`src/common/lc4_isa_pkg.sv`:
```
// LC4 instruction encodings and field positions, imported by the decoder and the testbench
`default_nettype none

package lc4_isa_pkg;

   // Top four bits of every instruction
   typedef enum logic [3:0] {
      OP_BR    = 4'b0000,
      OP_ARITH = 4'b0001,
      OP_LOGIC = 4'b0101,
      OP_LDR   = 4'b0110,
      OP_STR   = 4'b0111,
      OP_CONST = 4'b1001
   } opcode_e;

   localparam int OPCODE_HI = 15;
   localparam int OPCODE_LO = 12;

   // Register fields; STR keeps its data register in the rd slot
   localparam int RD_HI = 11;
   localparam int RD_LO = 9;
   localparam int RS_HI = 8;
   localparam int RS_LO = 6;
   localparam int RT_HI = 2;
   localparam int RT_LO = 0;

   // Branch condition mask
   localparam int MASK_HI = 11;
   localparam int MASK_LO = 9;

   // Sub-op of the register forms
   localparam int SUBOP_HI = 5;
   localparam int SUBOP_LO = 3;
   // Set for ADD with immediate
   localparam int ARITH_IMM_BIT = 5;

   // Immediate widths, all sign-extended
   localparam int IMM5_W = 5;
   localparam int IMM6_W = 6;
   localparam int IMM9_W = 9;

   // Sub-op codes
   localparam logic [2:0] ARITH_ADD = 3'b000;
   localparam logic [2:0] ARITH_SUB = 3'b010;
   localparam logic [2:0] LOGIC_AND = 3'b000;
   localparam logic [2:0] LOGIC_OR  = 3'b010;
   localparam logic [2:0] LOGIC_XOR = 3'b011;

endpackage

`default_nettype wire

```
`src/common/lc4_core_pkg.sv`:
```
// Datapath types, ALU operations and core defaults, imported by the core modules
`default_nettype none

package lc4_core_pkg;

   // One data or address word
   typedef logic [15:0] word_t;

   // Register index
   typedef logic [2:0] reg_sel_t;

   // Condition codes, {negative, zero, positive}
   typedef logic [2:0] nzp_t;

   // Operations of the execute ALU
   typedef enum logic [2:0] {
      ALU_ADD,
      ALU_SUB,
      ALU_AND,
      ALU_OR,
      ALU_XOR,
      ALU_PASS_IMM
   } alu_op_e;

   // First fetch address after reset
   localparam logic [15:0] RESET_PC_DEFAULT = 16'h8200;

   localparam int NUM_REGS = 8;

endpackage

`default_nettype wire
```
`src/source/lc4_core.sv`:
```
// Top of the three-stage LC4 core, connects fetch, execute units and writeback
`timescale 1ns/1ns
`default_nettype none

module lc4_core
   import lc4_core_pkg::*;
#(
   parameter word_t RESET_PC = RESET_PC_DEFAULT
) (
   input  logic     gwe,
   input  logic     i_arst_n,
   output word_t    o_imem_addr,
   input  word_t    i_imem_data,
   output word_t    o_dmem_addr,
   output logic     o_dmem_we,
   output word_t    o_dmem_wdata,
   input  word_t    i_dmem_rdata,
   output logic     o_wb_valid,
   output reg_sel_t o_wb_sel,
   output word_t    o_wb_data
);

   // Fetch to execute
   logic     x_valid;
   word_t    x_pc;
   logic     redirect;
   word_t    redirect_pc;

   // Decoded controls
   alu_op_e  alu_op;
   reg_sel_t rs_sel;
   reg_sel_t rt_sel;
   reg_sel_t rd_sel;
   word_t    imm;
   logic     use_imm;
   logic     reg_we;
   logic     is_load;
   logic     is_store;
   logic     is_branch;
   nzp_t     br_mask;

   // Operands and results
   word_t    rs_data;
   word_t    rt_data;
   word_t    alu_result;
   nzp_t     nzp;

   lc4_fetch #(
      .RESET_PC(RESET_PC)
   ) fetch0 (
      .gwe          (gwe),
      .i_arst_n     (i_arst_n),
      .i_redirect   (redirect),
      .i_redirect_pc(redirect_pc),
      .o_imem_addr  (o_imem_addr),
      .o_x_valid    (x_valid),
      .o_x_pc       (x_pc)
   );

   // Memory output is the execute-stage instruction
   lc4_decoder dec0 (
      .i_insn     (i_imem_data),
      .o_alu_op   (alu_op),
      .o_rs_sel   (rs_sel),
      .o_rt_sel   (rt_sel),
      .o_rd_sel   (rd_sel),
      .o_imm      (imm),
      .o_use_imm  (use_imm),
      .o_reg_we   (reg_we),
      .o_is_load  (is_load),
      .o_is_store (is_store),
      .o_is_branch(is_branch),
      .o_br_mask  (br_mask)
   );

   // Write port fed back from writeback
   lc4_regfile rf0 (
      .gwe      (gwe),
      .i_arst_n (i_arst_n),
      .i_rs_sel (rs_sel),
      .i_rt_sel (rt_sel),
      .o_rs_data(rs_data),
      .o_rt_data(rt_data),
      .i_rd_sel (o_wb_sel),
      .i_rd_we  (o_wb_valid),
      .i_rd_data(o_wb_data)
   );

   lc4_alu alu0 (
      .i_alu_op (alu_op),
      .i_rs_data(rs_data),
      .i_rt_data(rt_data),
      .i_imm    (imm),
      .i_use_imm(use_imm),
      .o_result (alu_result)
   );

   lc4_branch_unit br0 (
      .i_x_valid    (x_valid),
      .i_is_branch  (is_branch),
      .i_br_mask    (br_mask),
      .i_nzp        (nzp),
      .i_pc         (x_pc),
      .i_imm        (imm),
      .o_redirect   (redirect),
      .o_redirect_pc(redirect_pc)
   );

   lc4_mem_writeback mwb0 (
      .gwe         (gwe),
      .i_arst_n    (i_arst_n),
      .i_x_valid   (x_valid),
      .i_reg_we    (reg_we),
      .i_is_load   (is_load),
      .i_is_store  (is_store),
      .i_rd_sel    (rd_sel),
      .i_alu_result(alu_result),
      .i_rt_data   (rt_data),
      .i_dmem_rdata(i_dmem_rdata),
      .o_dmem_addr (o_dmem_addr),
      .o_dmem_we   (o_dmem_we),
      .o_dmem_wdata(o_dmem_wdata),
      .o_wb_valid  (o_wb_valid),
      .o_wb_sel    (o_wb_sel),
      .o_wb_data   (o_wb_data),
      .o_nzp       (nzp)
   );

endmodule

`default_nettype wire

```
`src/execute/lc4_mem_writeback.sv`:
```
// Data memory request in execute, then the writeback register, result select and NZP state
`timescale 1ns/1ns
`default_nettype none

module lc4_mem_writeback
   import lc4_core_pkg::*;
(
   input  logic     gwe,
   input  logic     i_arst_n,
   input  logic     i_x_valid,
   input  logic     i_reg_we,
   input  logic     i_is_load,
   input  logic     i_is_store,
   input  reg_sel_t i_rd_sel,
   input  word_t    i_alu_result,
   input  word_t    i_rt_data,
   input  word_t    i_dmem_rdata,
   output word_t    o_dmem_addr,
   output logic     o_dmem_we,
   output word_t    o_dmem_wdata,
   output logic     o_wb_valid,
   output reg_sel_t o_wb_sel,
   output word_t    o_wb_data,
   output nzp_t     o_nzp
);

   logic     mem_access;
   logic     w_valid_q;
   reg_sel_t w_sel_q;
   word_t    w_result_q;
   logic     w_is_load_q;
   nzp_t     nzp_q;
   nzp_t     nzp_next;

   // Request leaves in the execute cycle and data comes back in writeback
   assign mem_access   = i_x_valid && (i_is_load || i_is_store);
   assign o_dmem_addr  = mem_access ? i_alu_result : '0;
   assign o_dmem_we    = i_x_valid && i_is_store;
   assign o_dmem_wdata = i_rt_data;

   // Writeback valid bit, low through reset
   always_ff @(posedge gwe or negedge i_arst_n) begin
      if (!i_arst_n) begin
         w_valid_q <= 1'b0;
      end else begin
         w_valid_q <= i_x_valid && i_reg_we;
      end
   end

   always_ff @(posedge gwe) begin
      w_sel_q     <= i_rd_sel;
      w_result_q  <= i_alu_result;
      w_is_load_q <= i_is_load;
   end

   // Load data replaces the address held from execute
   assign o_wb_valid = w_valid_q;
   assign o_wb_sel   = w_sel_q;
   assign o_wb_data  = w_is_load_q ? i_dmem_rdata : w_result_q;

   // Sign and zero of the written value
   assign nzp_next = {o_wb_data[15], o_wb_data == '0, !o_wb_data[15] && o_wb_data != '0};

   always_ff @(posedge gwe or negedge i_arst_n) begin
      if (!i_arst_n) begin
         nzp_q <= '0;
      end else if (w_valid_q) begin
         nzp_q <= nzp_next;
      end
   end

   // Branch in execute sees the NZP being written this cycle
   assign o_nzp = w_valid_q ? nzp_next : nzp_q;

endmodule

`default_nettype wire

```
`src/execute/lc4_branch_unit.sv`:
```
// Branch resolution in execute, tests NZP against the mask and sends the redirect to fetch
`timescale 1ns/1ns
`default_nettype none

module lc4_branch_unit
   import lc4_core_pkg::*;
(
   input  logic  i_x_valid,
   input  logic  i_is_branch,
   input  nzp_t  i_br_mask,
   input  nzp_t  i_nzp,
   input  word_t i_pc,
   input  word_t i_imm,
   output logic  o_redirect,
   output word_t o_redirect_pc
);

   // Any shared bit takes the branch
   // NZP here already includes the writeback result
   assign o_redirect = i_x_valid && i_is_branch && ((i_br_mask & i_nzp) != 3'b000);

   // Offset is relative to the next instruction
   assign o_redirect_pc = i_pc + 16'd1 + i_imm;

endmodule

`default_nettype wire

```
`src/execute/lc4_alu.sv`:
```
// Execute ALU, picks the second operand and computes the result or the memory address
`timescale 1ns/1ns
`default_nettype none

module lc4_alu
   import lc4_core_pkg::*;
(
   input  alu_op_e i_alu_op,
   input  word_t   i_rs_data,
   input  word_t   i_rt_data,
   input  word_t   i_imm,
   input  logic    i_use_imm,
   output word_t   o_result
);

   word_t op_b;
   logic  sub;
   word_t sum;

   assign op_b = i_use_imm ? i_imm : i_rt_data;

   // One adder for ADD, SUB and load/store addresses
   // Subtract as a plus inverted b plus one
   assign sub = (i_alu_op == ALU_SUB);
   assign sum = i_rs_data + (sub ? ~op_b : op_b) + {15'd0, sub};

   always_comb begin
      case (i_alu_op)
         ALU_ADD,
         ALU_SUB:      o_result = sum;
         ALU_AND:      o_result = i_rs_data & op_b;
         ALU_OR:       o_result = i_rs_data | op_b;
         ALU_XOR:      o_result = i_rs_data ^ op_b;
         // CONST just forwards the extended immediate
         ALU_PASS_IMM: o_result = op_b;
         default:      o_result = '0;
      endcase
   end

endmodule

`default_nettype wire

```
`src/source/lc4_regfile.sv`:
```
// Register file with two combinational read ports and write-through from the writeback port
`timescale 1ns/1ns
`default_nettype none

module lc4_regfile
   import lc4_core_pkg::*;
(
   input  logic     gwe,
   input  logic     i_arst_n,
   input  reg_sel_t i_rs_sel,
   input  reg_sel_t i_rt_sel,
   output word_t    o_rs_data,
   output word_t    o_rt_data,
   input  reg_sel_t i_rd_sel,
   input  logic     i_rd_we,
   input  word_t    i_rd_data
);

   word_t regs [NUM_REGS];

   // Architectural state starts at zero
   always_ff @(posedge gwe or negedge i_arst_n) begin
      if (!i_arst_n) begin
         for (int i = 0; i < NUM_REGS; i++) begin
            regs[i] <= '0;
         end
      end else if (i_rd_we) begin
         regs[i_rd_sel] <= i_rd_data;
      end
   end

   // Bypass the value being written this cycle
   // Covers back-to-back ALU and load-use dependences
   assign o_rs_data = (i_rd_we && i_rd_sel == i_rs_sel) ? i_rd_data : regs[i_rs_sel];
   assign o_rt_data = (i_rd_we && i_rd_sel == i_rt_sel) ? i_rd_data : regs[i_rt_sel];

endmodule

`default_nettype wire

```
`src/source/lc4_decoder.sv`:
```
// Combinational decoder, turns the execute-stage instruction into selectors, immediate and control
`timescale 1ns/1ns
`default_nettype none

module lc4_decoder
   import lc4_core_pkg::*;
   import lc4_isa_pkg::*;
(
   input  word_t    i_insn,
   output alu_op_e  o_alu_op,
   output reg_sel_t o_rs_sel,
   output reg_sel_t o_rt_sel,
   output reg_sel_t o_rd_sel,
   output word_t    o_imm,
   output logic     o_use_imm,
   output logic     o_reg_we,
   output logic     o_is_load,
   output logic     o_is_store,
   output logic     o_is_branch,
   output nzp_t     o_br_mask
);

   opcode_e    opcode;
   logic [2:0] sub_op;
   word_t      imm5;
   word_t      imm6;
   word_t      imm9;

   assign opcode = opcode_e'(i_insn[OPCODE_HI:OPCODE_LO]);
   assign sub_op = i_insn[SUBOP_HI:SUBOP_LO];

   // Sign extension of the three immediate forms
   assign imm5 = {{(16 - IMM5_W){i_insn[IMM5_W-1]}}, i_insn[IMM5_W-1:0]};
   assign imm6 = {{(16 - IMM6_W){i_insn[IMM6_W-1]}}, i_insn[IMM6_W-1:0]};
   assign imm9 = {{(16 - IMM9_W){i_insn[IMM9_W-1]}}, i_insn[IMM9_W-1:0]};

   // Fixed field positions
   assign o_rs_sel  = i_insn[RS_HI:RS_LO];
   assign o_rd_sel  = i_insn[RD_HI:RD_LO];
   assign o_br_mask = i_insn[MASK_HI:MASK_LO];
   // Store data register sits in the rd slot
   assign o_rt_sel  = o_is_store ? i_insn[RD_HI:RD_LO] : i_insn[RT_HI:RT_LO];

   always_comb begin
      // Default is a NOP that writes nothing
      o_alu_op    = ALU_ADD;
      o_imm       = imm6;
      o_use_imm   = 1'b0;
      o_reg_we    = 1'b0;
      o_is_load   = 1'b0;
      o_is_store  = 1'b0;
      o_is_branch = 1'b0;
      case (opcode)
         OP_ARITH: begin
            if (i_insn[ARITH_IMM_BIT]) begin
               o_imm     = imm5;
               o_use_imm = 1'b1;
               o_reg_we  = 1'b1;
            end else if (sub_op == ARITH_ADD) begin
               o_reg_we = 1'b1;
            end else if (sub_op == ARITH_SUB) begin
               o_alu_op = ALU_SUB;
               o_reg_we = 1'b1;
            end
         end
         OP_LOGIC: begin
            // NOT and AND-immediate fall through as NOP
            case (sub_op)
               LOGIC_AND: begin
                  o_alu_op = ALU_AND;
                  o_reg_we = 1'b1;
               end
               LOGIC_OR: begin
                  o_alu_op = ALU_OR;
                  o_reg_we = 1'b1;
               end
               LOGIC_XOR: begin
                  o_alu_op = ALU_XOR;
                  o_reg_we = 1'b1;
               end
               default: ;
            endcase
         end
         OP_LDR: begin
            // Address is rs plus offset through the adder
            o_use_imm = 1'b1;
            o_reg_we  = 1'b1;
            o_is_load = 1'b1;
         end
         OP_STR: begin
            o_use_imm  = 1'b1;
            o_is_store = 1'b1;
         end
         OP_CONST: begin
            o_alu_op  = ALU_PASS_IMM;
            o_imm     = imm9;
            o_use_imm = 1'b1;
            o_reg_we  = 1'b1;
         end
         OP_BR: begin
            // Empty mask never matches, so it acts as NOP
            o_imm       = imm9;
            o_is_branch = 1'b1;
         end
         default: ;
      endcase
   end

endmodule

`default_nettype wire

```
`src/source/lc4_fetch.sv`:
```
// Fetch stage, owns the PC and tags the instruction returning from memory with its PC and valid bit
`timescale 1ns/1ns
`default_nettype none

module lc4_fetch
   import lc4_core_pkg::*;
#(
   parameter word_t RESET_PC = RESET_PC_DEFAULT
) (
   input  logic  gwe,
   input  logic  i_arst_n,
   input  logic  i_redirect,
   input  word_t i_redirect_pc,
   output word_t o_imem_addr,
   output logic  o_x_valid,
   output word_t o_x_pc
);

   word_t pc_q;
   logic  x_valid_q;
   word_t x_pc_q;

   // PC goes out directly as the memory address
   // Redirect wins over the sequential step
   always_ff @(posedge gwe or negedge i_arst_n) begin
      if (!i_arst_n) begin
         pc_q      <= RESET_PC;
         x_valid_q <= 1'b0;
      end else begin
         pc_q      <= i_redirect ? i_redirect_pc : pc_q + 16'd1;
         // Word fetched alongside a redirect is wrong path
         x_valid_q <= !i_redirect;
      end
   end

   // Address sampled by memory at this edge, so it pairs with next cycle's data
   always_ff @(posedge gwe) begin
      x_pc_q <= pc_q;
   end

   assign o_imem_addr = pc_q;
   assign o_x_valid   = x_valid_q;
   assign o_x_pc      = x_pc_q;

endmodule

`default_nettype wire

```
`config.mk`:
```
export PLATFORM = sky130hd
export DESIGN_NAME = lc4_core
export DESIGN_NICKNAME = d
export VERILOG_FILES = /design/src/common/lc4_isa_pkg.sv /design/src/common/lc4_core_pkg.sv /design/src/source/lc4_core.sv /design/src/execute/lc4_mem_writeback.sv /design/src/execute/lc4_branch_unit.sv /design/src/execute/lc4_alu.sv /design/src/source/lc4_regfile.sv /design/src/source/lc4_decoder.sv /design/src/source/lc4_fetch.sv
export SDC_FILE = /design/constraint.sdc
export NUM_CORES = 1
export LEC_CHECK = 0
export BUFFER_PORTS_ARGS = -buffer_cell sky130_fd_sc_hd__buf_2
export CAP_MARGIN = 20
export CORE_ASPECT_RATIO = 0.9
export CORE_MARGIN = 3
export CORE_UTILIZATION = 61
export DETAILED_ROUTE_END_ITERATION = 16
export PLACE_DENSITY = 0.81
export RECOVER_POWER = 25
export REMOVE_ABC_BUFFERS = 1
export SLEW_MARGIN = 20
export SYNTH_ARGS = -nofsm -noshare
export SYNTH_HDL_FRONTEND = slang
export SYNTH_SLANG_ARGS = --single-unit
```
`constraint.sdc`:
```
create_clock -name gwe -period 7.25 [get_ports gwe]
set_input_delay 0.725 -clock gwe [delete_from_list [all_inputs] [get_ports gwe]]
set_output_delay 0.725 -clock gwe [all_outputs]
set_load 0.02 [all_outputs]
```
==> qor.csv <==
stage;metric;value;unit
yosys;count of flip-flops with a built-in enable after synthesis;0;
grt;first-pass GRT wire length;59600;um
detailed_routing;number of violations reported at the end of detailed-routing iteration 0;1222;
grt;via count of the first global-routing pass;11100;
yosys;number of synthesized register bits;185;
grt;initial antenna violation count;1;
critical_path;CP max FO;37;
cts;Worst-path clk slew;0.07;ns
detailed_routing;Detail Route Antenna Nets;0;
timing;number of slew-limit violations in the final report;85;
floorplan;vertical die dimension;141;um
detailed_routing;detail-routed via count per cell;6.43;
run_status;result of the run;complete, but fails checks;
placement;Post-Place Cells;1738;
critical_path;WP data required;6.52;ns
floorplan;Floorplan Core Area;19500;um^2
placement;Detail Placement HPWL;26400;um
timing;peak clock frequency supported by timing;0.146;GHz
timing;relative slew slack;-211;%
placement;instance area at placement;13100;um^2
run;max cap viols;1;
min_path;type of the tightest min-delay check;reg -> reg;
critical_path;launching point of the worst reg2reg path;mwb0.o_wb_sel[2];
timing;worst-margin pin slew;4.66;ns
yosys;sequential share of the synthesized area;36.3;%
power;Max IR drop VDD;0.224;mV
cts;clock network latency to the later pin of the worst-skew pair;0.45;ns
cts;number of CTS-inserted buffers;17;
placement;number of buffers inserted by port buffering;102;
yosys;post-synth cell types;75;
timing;RSZ-0062 raised after global routing;false;
timing;period utilisation layout;94.3;%
run_status;failing checks;max-capacitance violations, max-slew violations;
detailed_routing;count of unresolved DRC violations after routing;0;
floorplan;Initial Utilization;63.1;%
cts;number of buffers on the longest clock path;2;
cts;CTS H-tree depth;4;
cells_and_area;Layout area overhead;11.2;%
cells_and_area;filler cell count in the final layout;1528;
timing;Setup-failing EPs final;0;
yosys;proportion of synthesized flip-flops having asynchronous set or reset;80.5;%
timing;final hold vios;0;
critical_path;Reg2Reg Setup Slack;2.32;ns
critical_path;endpoint of the most critical register-to-register path;mwb0.w_result_q[12];
grt;largest net degree at the start of global routing;85;
cells_and_area;Finished Layout Cells;1771;
floorplan;number of primary I/O pins;103;
placement;minimum setup slack after placement;0.541;ns
cts;postcts setup bufs;0;
yosys;dominant register cell in the synthesized netlist;dfrtp_1;
floorplan;cell row count;48;
detailed_routing;via count;11400;
cells_and_area;net count of the finished layout;1605;
cts;CTS hold repair buffers;0;
cts;CTS sink count;185;
critical_path;startpoint-to-endpoint class of the critical path;in -> out;
yosys;count of synthesis-stage warnings from yosys;0;
min_path;Endpoint, Worst Hold;fetch0.o_x_pc[1];
detailed_routing;routed wire length per instance;21.1;um
cells_and_area;most frequent cells in the layout;nand2_1, dfrtp_1, o21ai_0;
power;Power Dens Cells;402;nW/um^2
timing;worst clock skew;0.0166;ns
yosys;post-synthesis cell count;1443;
yosys;Avg Cell Area, Syn;8.51;um^2
detailed_routing;wire length after detailed routing;37300;um
min_path;critical hold path startpoint;fetch0.o_imem_addr[1];
critical_path;kind of capture point of the worst setup path;primary output;
timing;final worst hold slack;0.439;ns
cts;clock tree from TritonCTS;built;
power;leakage component of the power;6.27;nW
floorplan;die outline area;21900;um^2
cells_and_area;most common cell after layout, fill and taps aside;nand2_1;
cells_and_area;Non-Filler Cell Area, Final;13700;um^2
cts;Resized Gates After CTS;0;
critical_path;kind of start point of the critical path;input port;
detailed_routing;length of the first detailed-routing pass in iterations;7;
cells_and_area;final cell utilization of the core;70.2;%
yosys;Netlist Area Pre-Place;12300;um^2
placement;Final GP Congestion;0.955;
cts;root buffer cell;clkbuf_16;
timing;clock period minus final worst setup slack;6.83;ns
cells_and_area;proportion of layout cells with a drive suffix above 1;15.8;%
grt;Congestion Overflow GR;0;
critical_path;r2r worst-path depth;19;
grt;gr usage total;34.5;%
min_path;hold-critical path depth;0;
critical_path;CP arrival;6.11;ns
timing;worst path setup slack after routing;0.416;ns
floorplan;Chip Width;156;um
==> report_power, final <==
group | switching [mW] | internal (mW)
Sequential | 0.378 | 1.48
Combinational | 1.58 | 1.12
Clock | 0.434 | 0.489
Total | 2.39 | 3.10
==> cell families after synthesis <==
| logic type | share of synthesized area, % |
|---|---|
| AOI/OAI and AO/OA | 16.9 |
| xor gates and xnor gates | 4.21 |
| adders and majority gates | 6.64 |
| buffers and inverters | 5.69 |
| DFF | 36.3 |
| muxes | 11.6 |
| and+or+nand+nor | 18.7 |
==> critical path, stage by stage <==
cell and delay [ns]:
buf_2 0.18, nand4b_4 0.41, mux2i_4 0.39, buf_4 0.45
nand2_1 0.09, and3_1 0.18, a311oi_1 0.26, a31oi_1 0.07
mux2_2 0.30, o21ai_0 0.35, xnor2_1 0.17, ha_1 0.28
a21o_1 0.22, a21oi_1 0.16, o21bai_1 0.11, a21o_1 0.20
a21o_1 0.17, a21o_1 0.17, a221oi_1 0.24, o31a_1 0.26
xor2_1 0.17, o221ai_1 0.15, nor2b_1 0.17, buf_2 0.20
==> worst max-delay path by stage <==
stage / endpoint / start / cells after the start / slack, ns
finish: o_dmem_addr[11] / i_imem_data[15] / 24 / 0.42
floorplan: o_dmem_addr[14] / i_imem_data[15] / 20 / -0.11
detailed placement: o_dmem_addr[11] / i_imem_data[15] / 24 / 0.54
global route: o_dmem_addr[12] / i_imem_data[15] / 23 / 0.02
global placement: o_dmem_addr[11] / i_imem_data[15] / 24 / 0.69
CTS: o_dmem_addr[11] / i_imem_data[15] / 24 / 0.52
==> per-layer routing <==
layer	part of all wire (%)	vias up	global-route usage, %
li1	-	5146	-
met1	40	5397	47.2
met2	45	693	53.1
met3	10	142	7.64
met4	4.6	2	15.7
met5	0.048	-	0
==> Yosys cell counts (18+ instances only) <==
cell type / n / area, um^2
nand2_1: 246 / 923
dfrtp_1: 147 / 3680
o21ai_0: 114 / 571
nor2_1: 112 / 420
a21oi_1: 104 / 521
clkbuf_1: 87 / 327
inv_1: 82 / 308
ha_1: 62 / 776
mux2i_1: 46 / 460
nand3_1: 45 / 225
xnor2_1: 42 / 368
dfxtp_1: 36 / 721
mux4_2: 32 / 721
and3_1: 26 / 163
nor2b_1: 18 / 113
==> metrics by stage <==
stage,power [mW],setup TNS (ns)
3_3_place_gp,4.41,0
3_5_place_dp,4.49,0
4_1_cts,5.44,0
5_1_grt,5.87,0
6_report,5.49,0
2_1_floorplan,3.63,-0.180
==> final cells by class <==
cell class / count / area (um^2) / area share [%]
multi-input cells: 1076 / 7190 / 52.6
clock buffers: 21 / 450 / 3.30
inverters: 82 / 308 / 2.25
clock inverters: 11 / 113 / 0.825
flip-flops and latches: 185 / 4450 / 32.6
repair buffers: 145 / 828 / 6.07
well taps: 250 / 313 / 2.29
diodes: 1 / 2.50 / 0.0183
==> state kept, by name (all words and copies together), names as in the netlist <==
register and count:
mwb0.w_result_q 16, fetch0.o_imem_addr 16, mwb0.w_is_load_q 1, mwb0.nzp_q 3
mwb0.o_wb_valid 1, rf0.regs 128, fetch0.o_x_pc 16, fetch0.o_x_valid 1
mwb0.o_wb_sel 3
No activity file was read; power rests on OpenSTA's default activity.
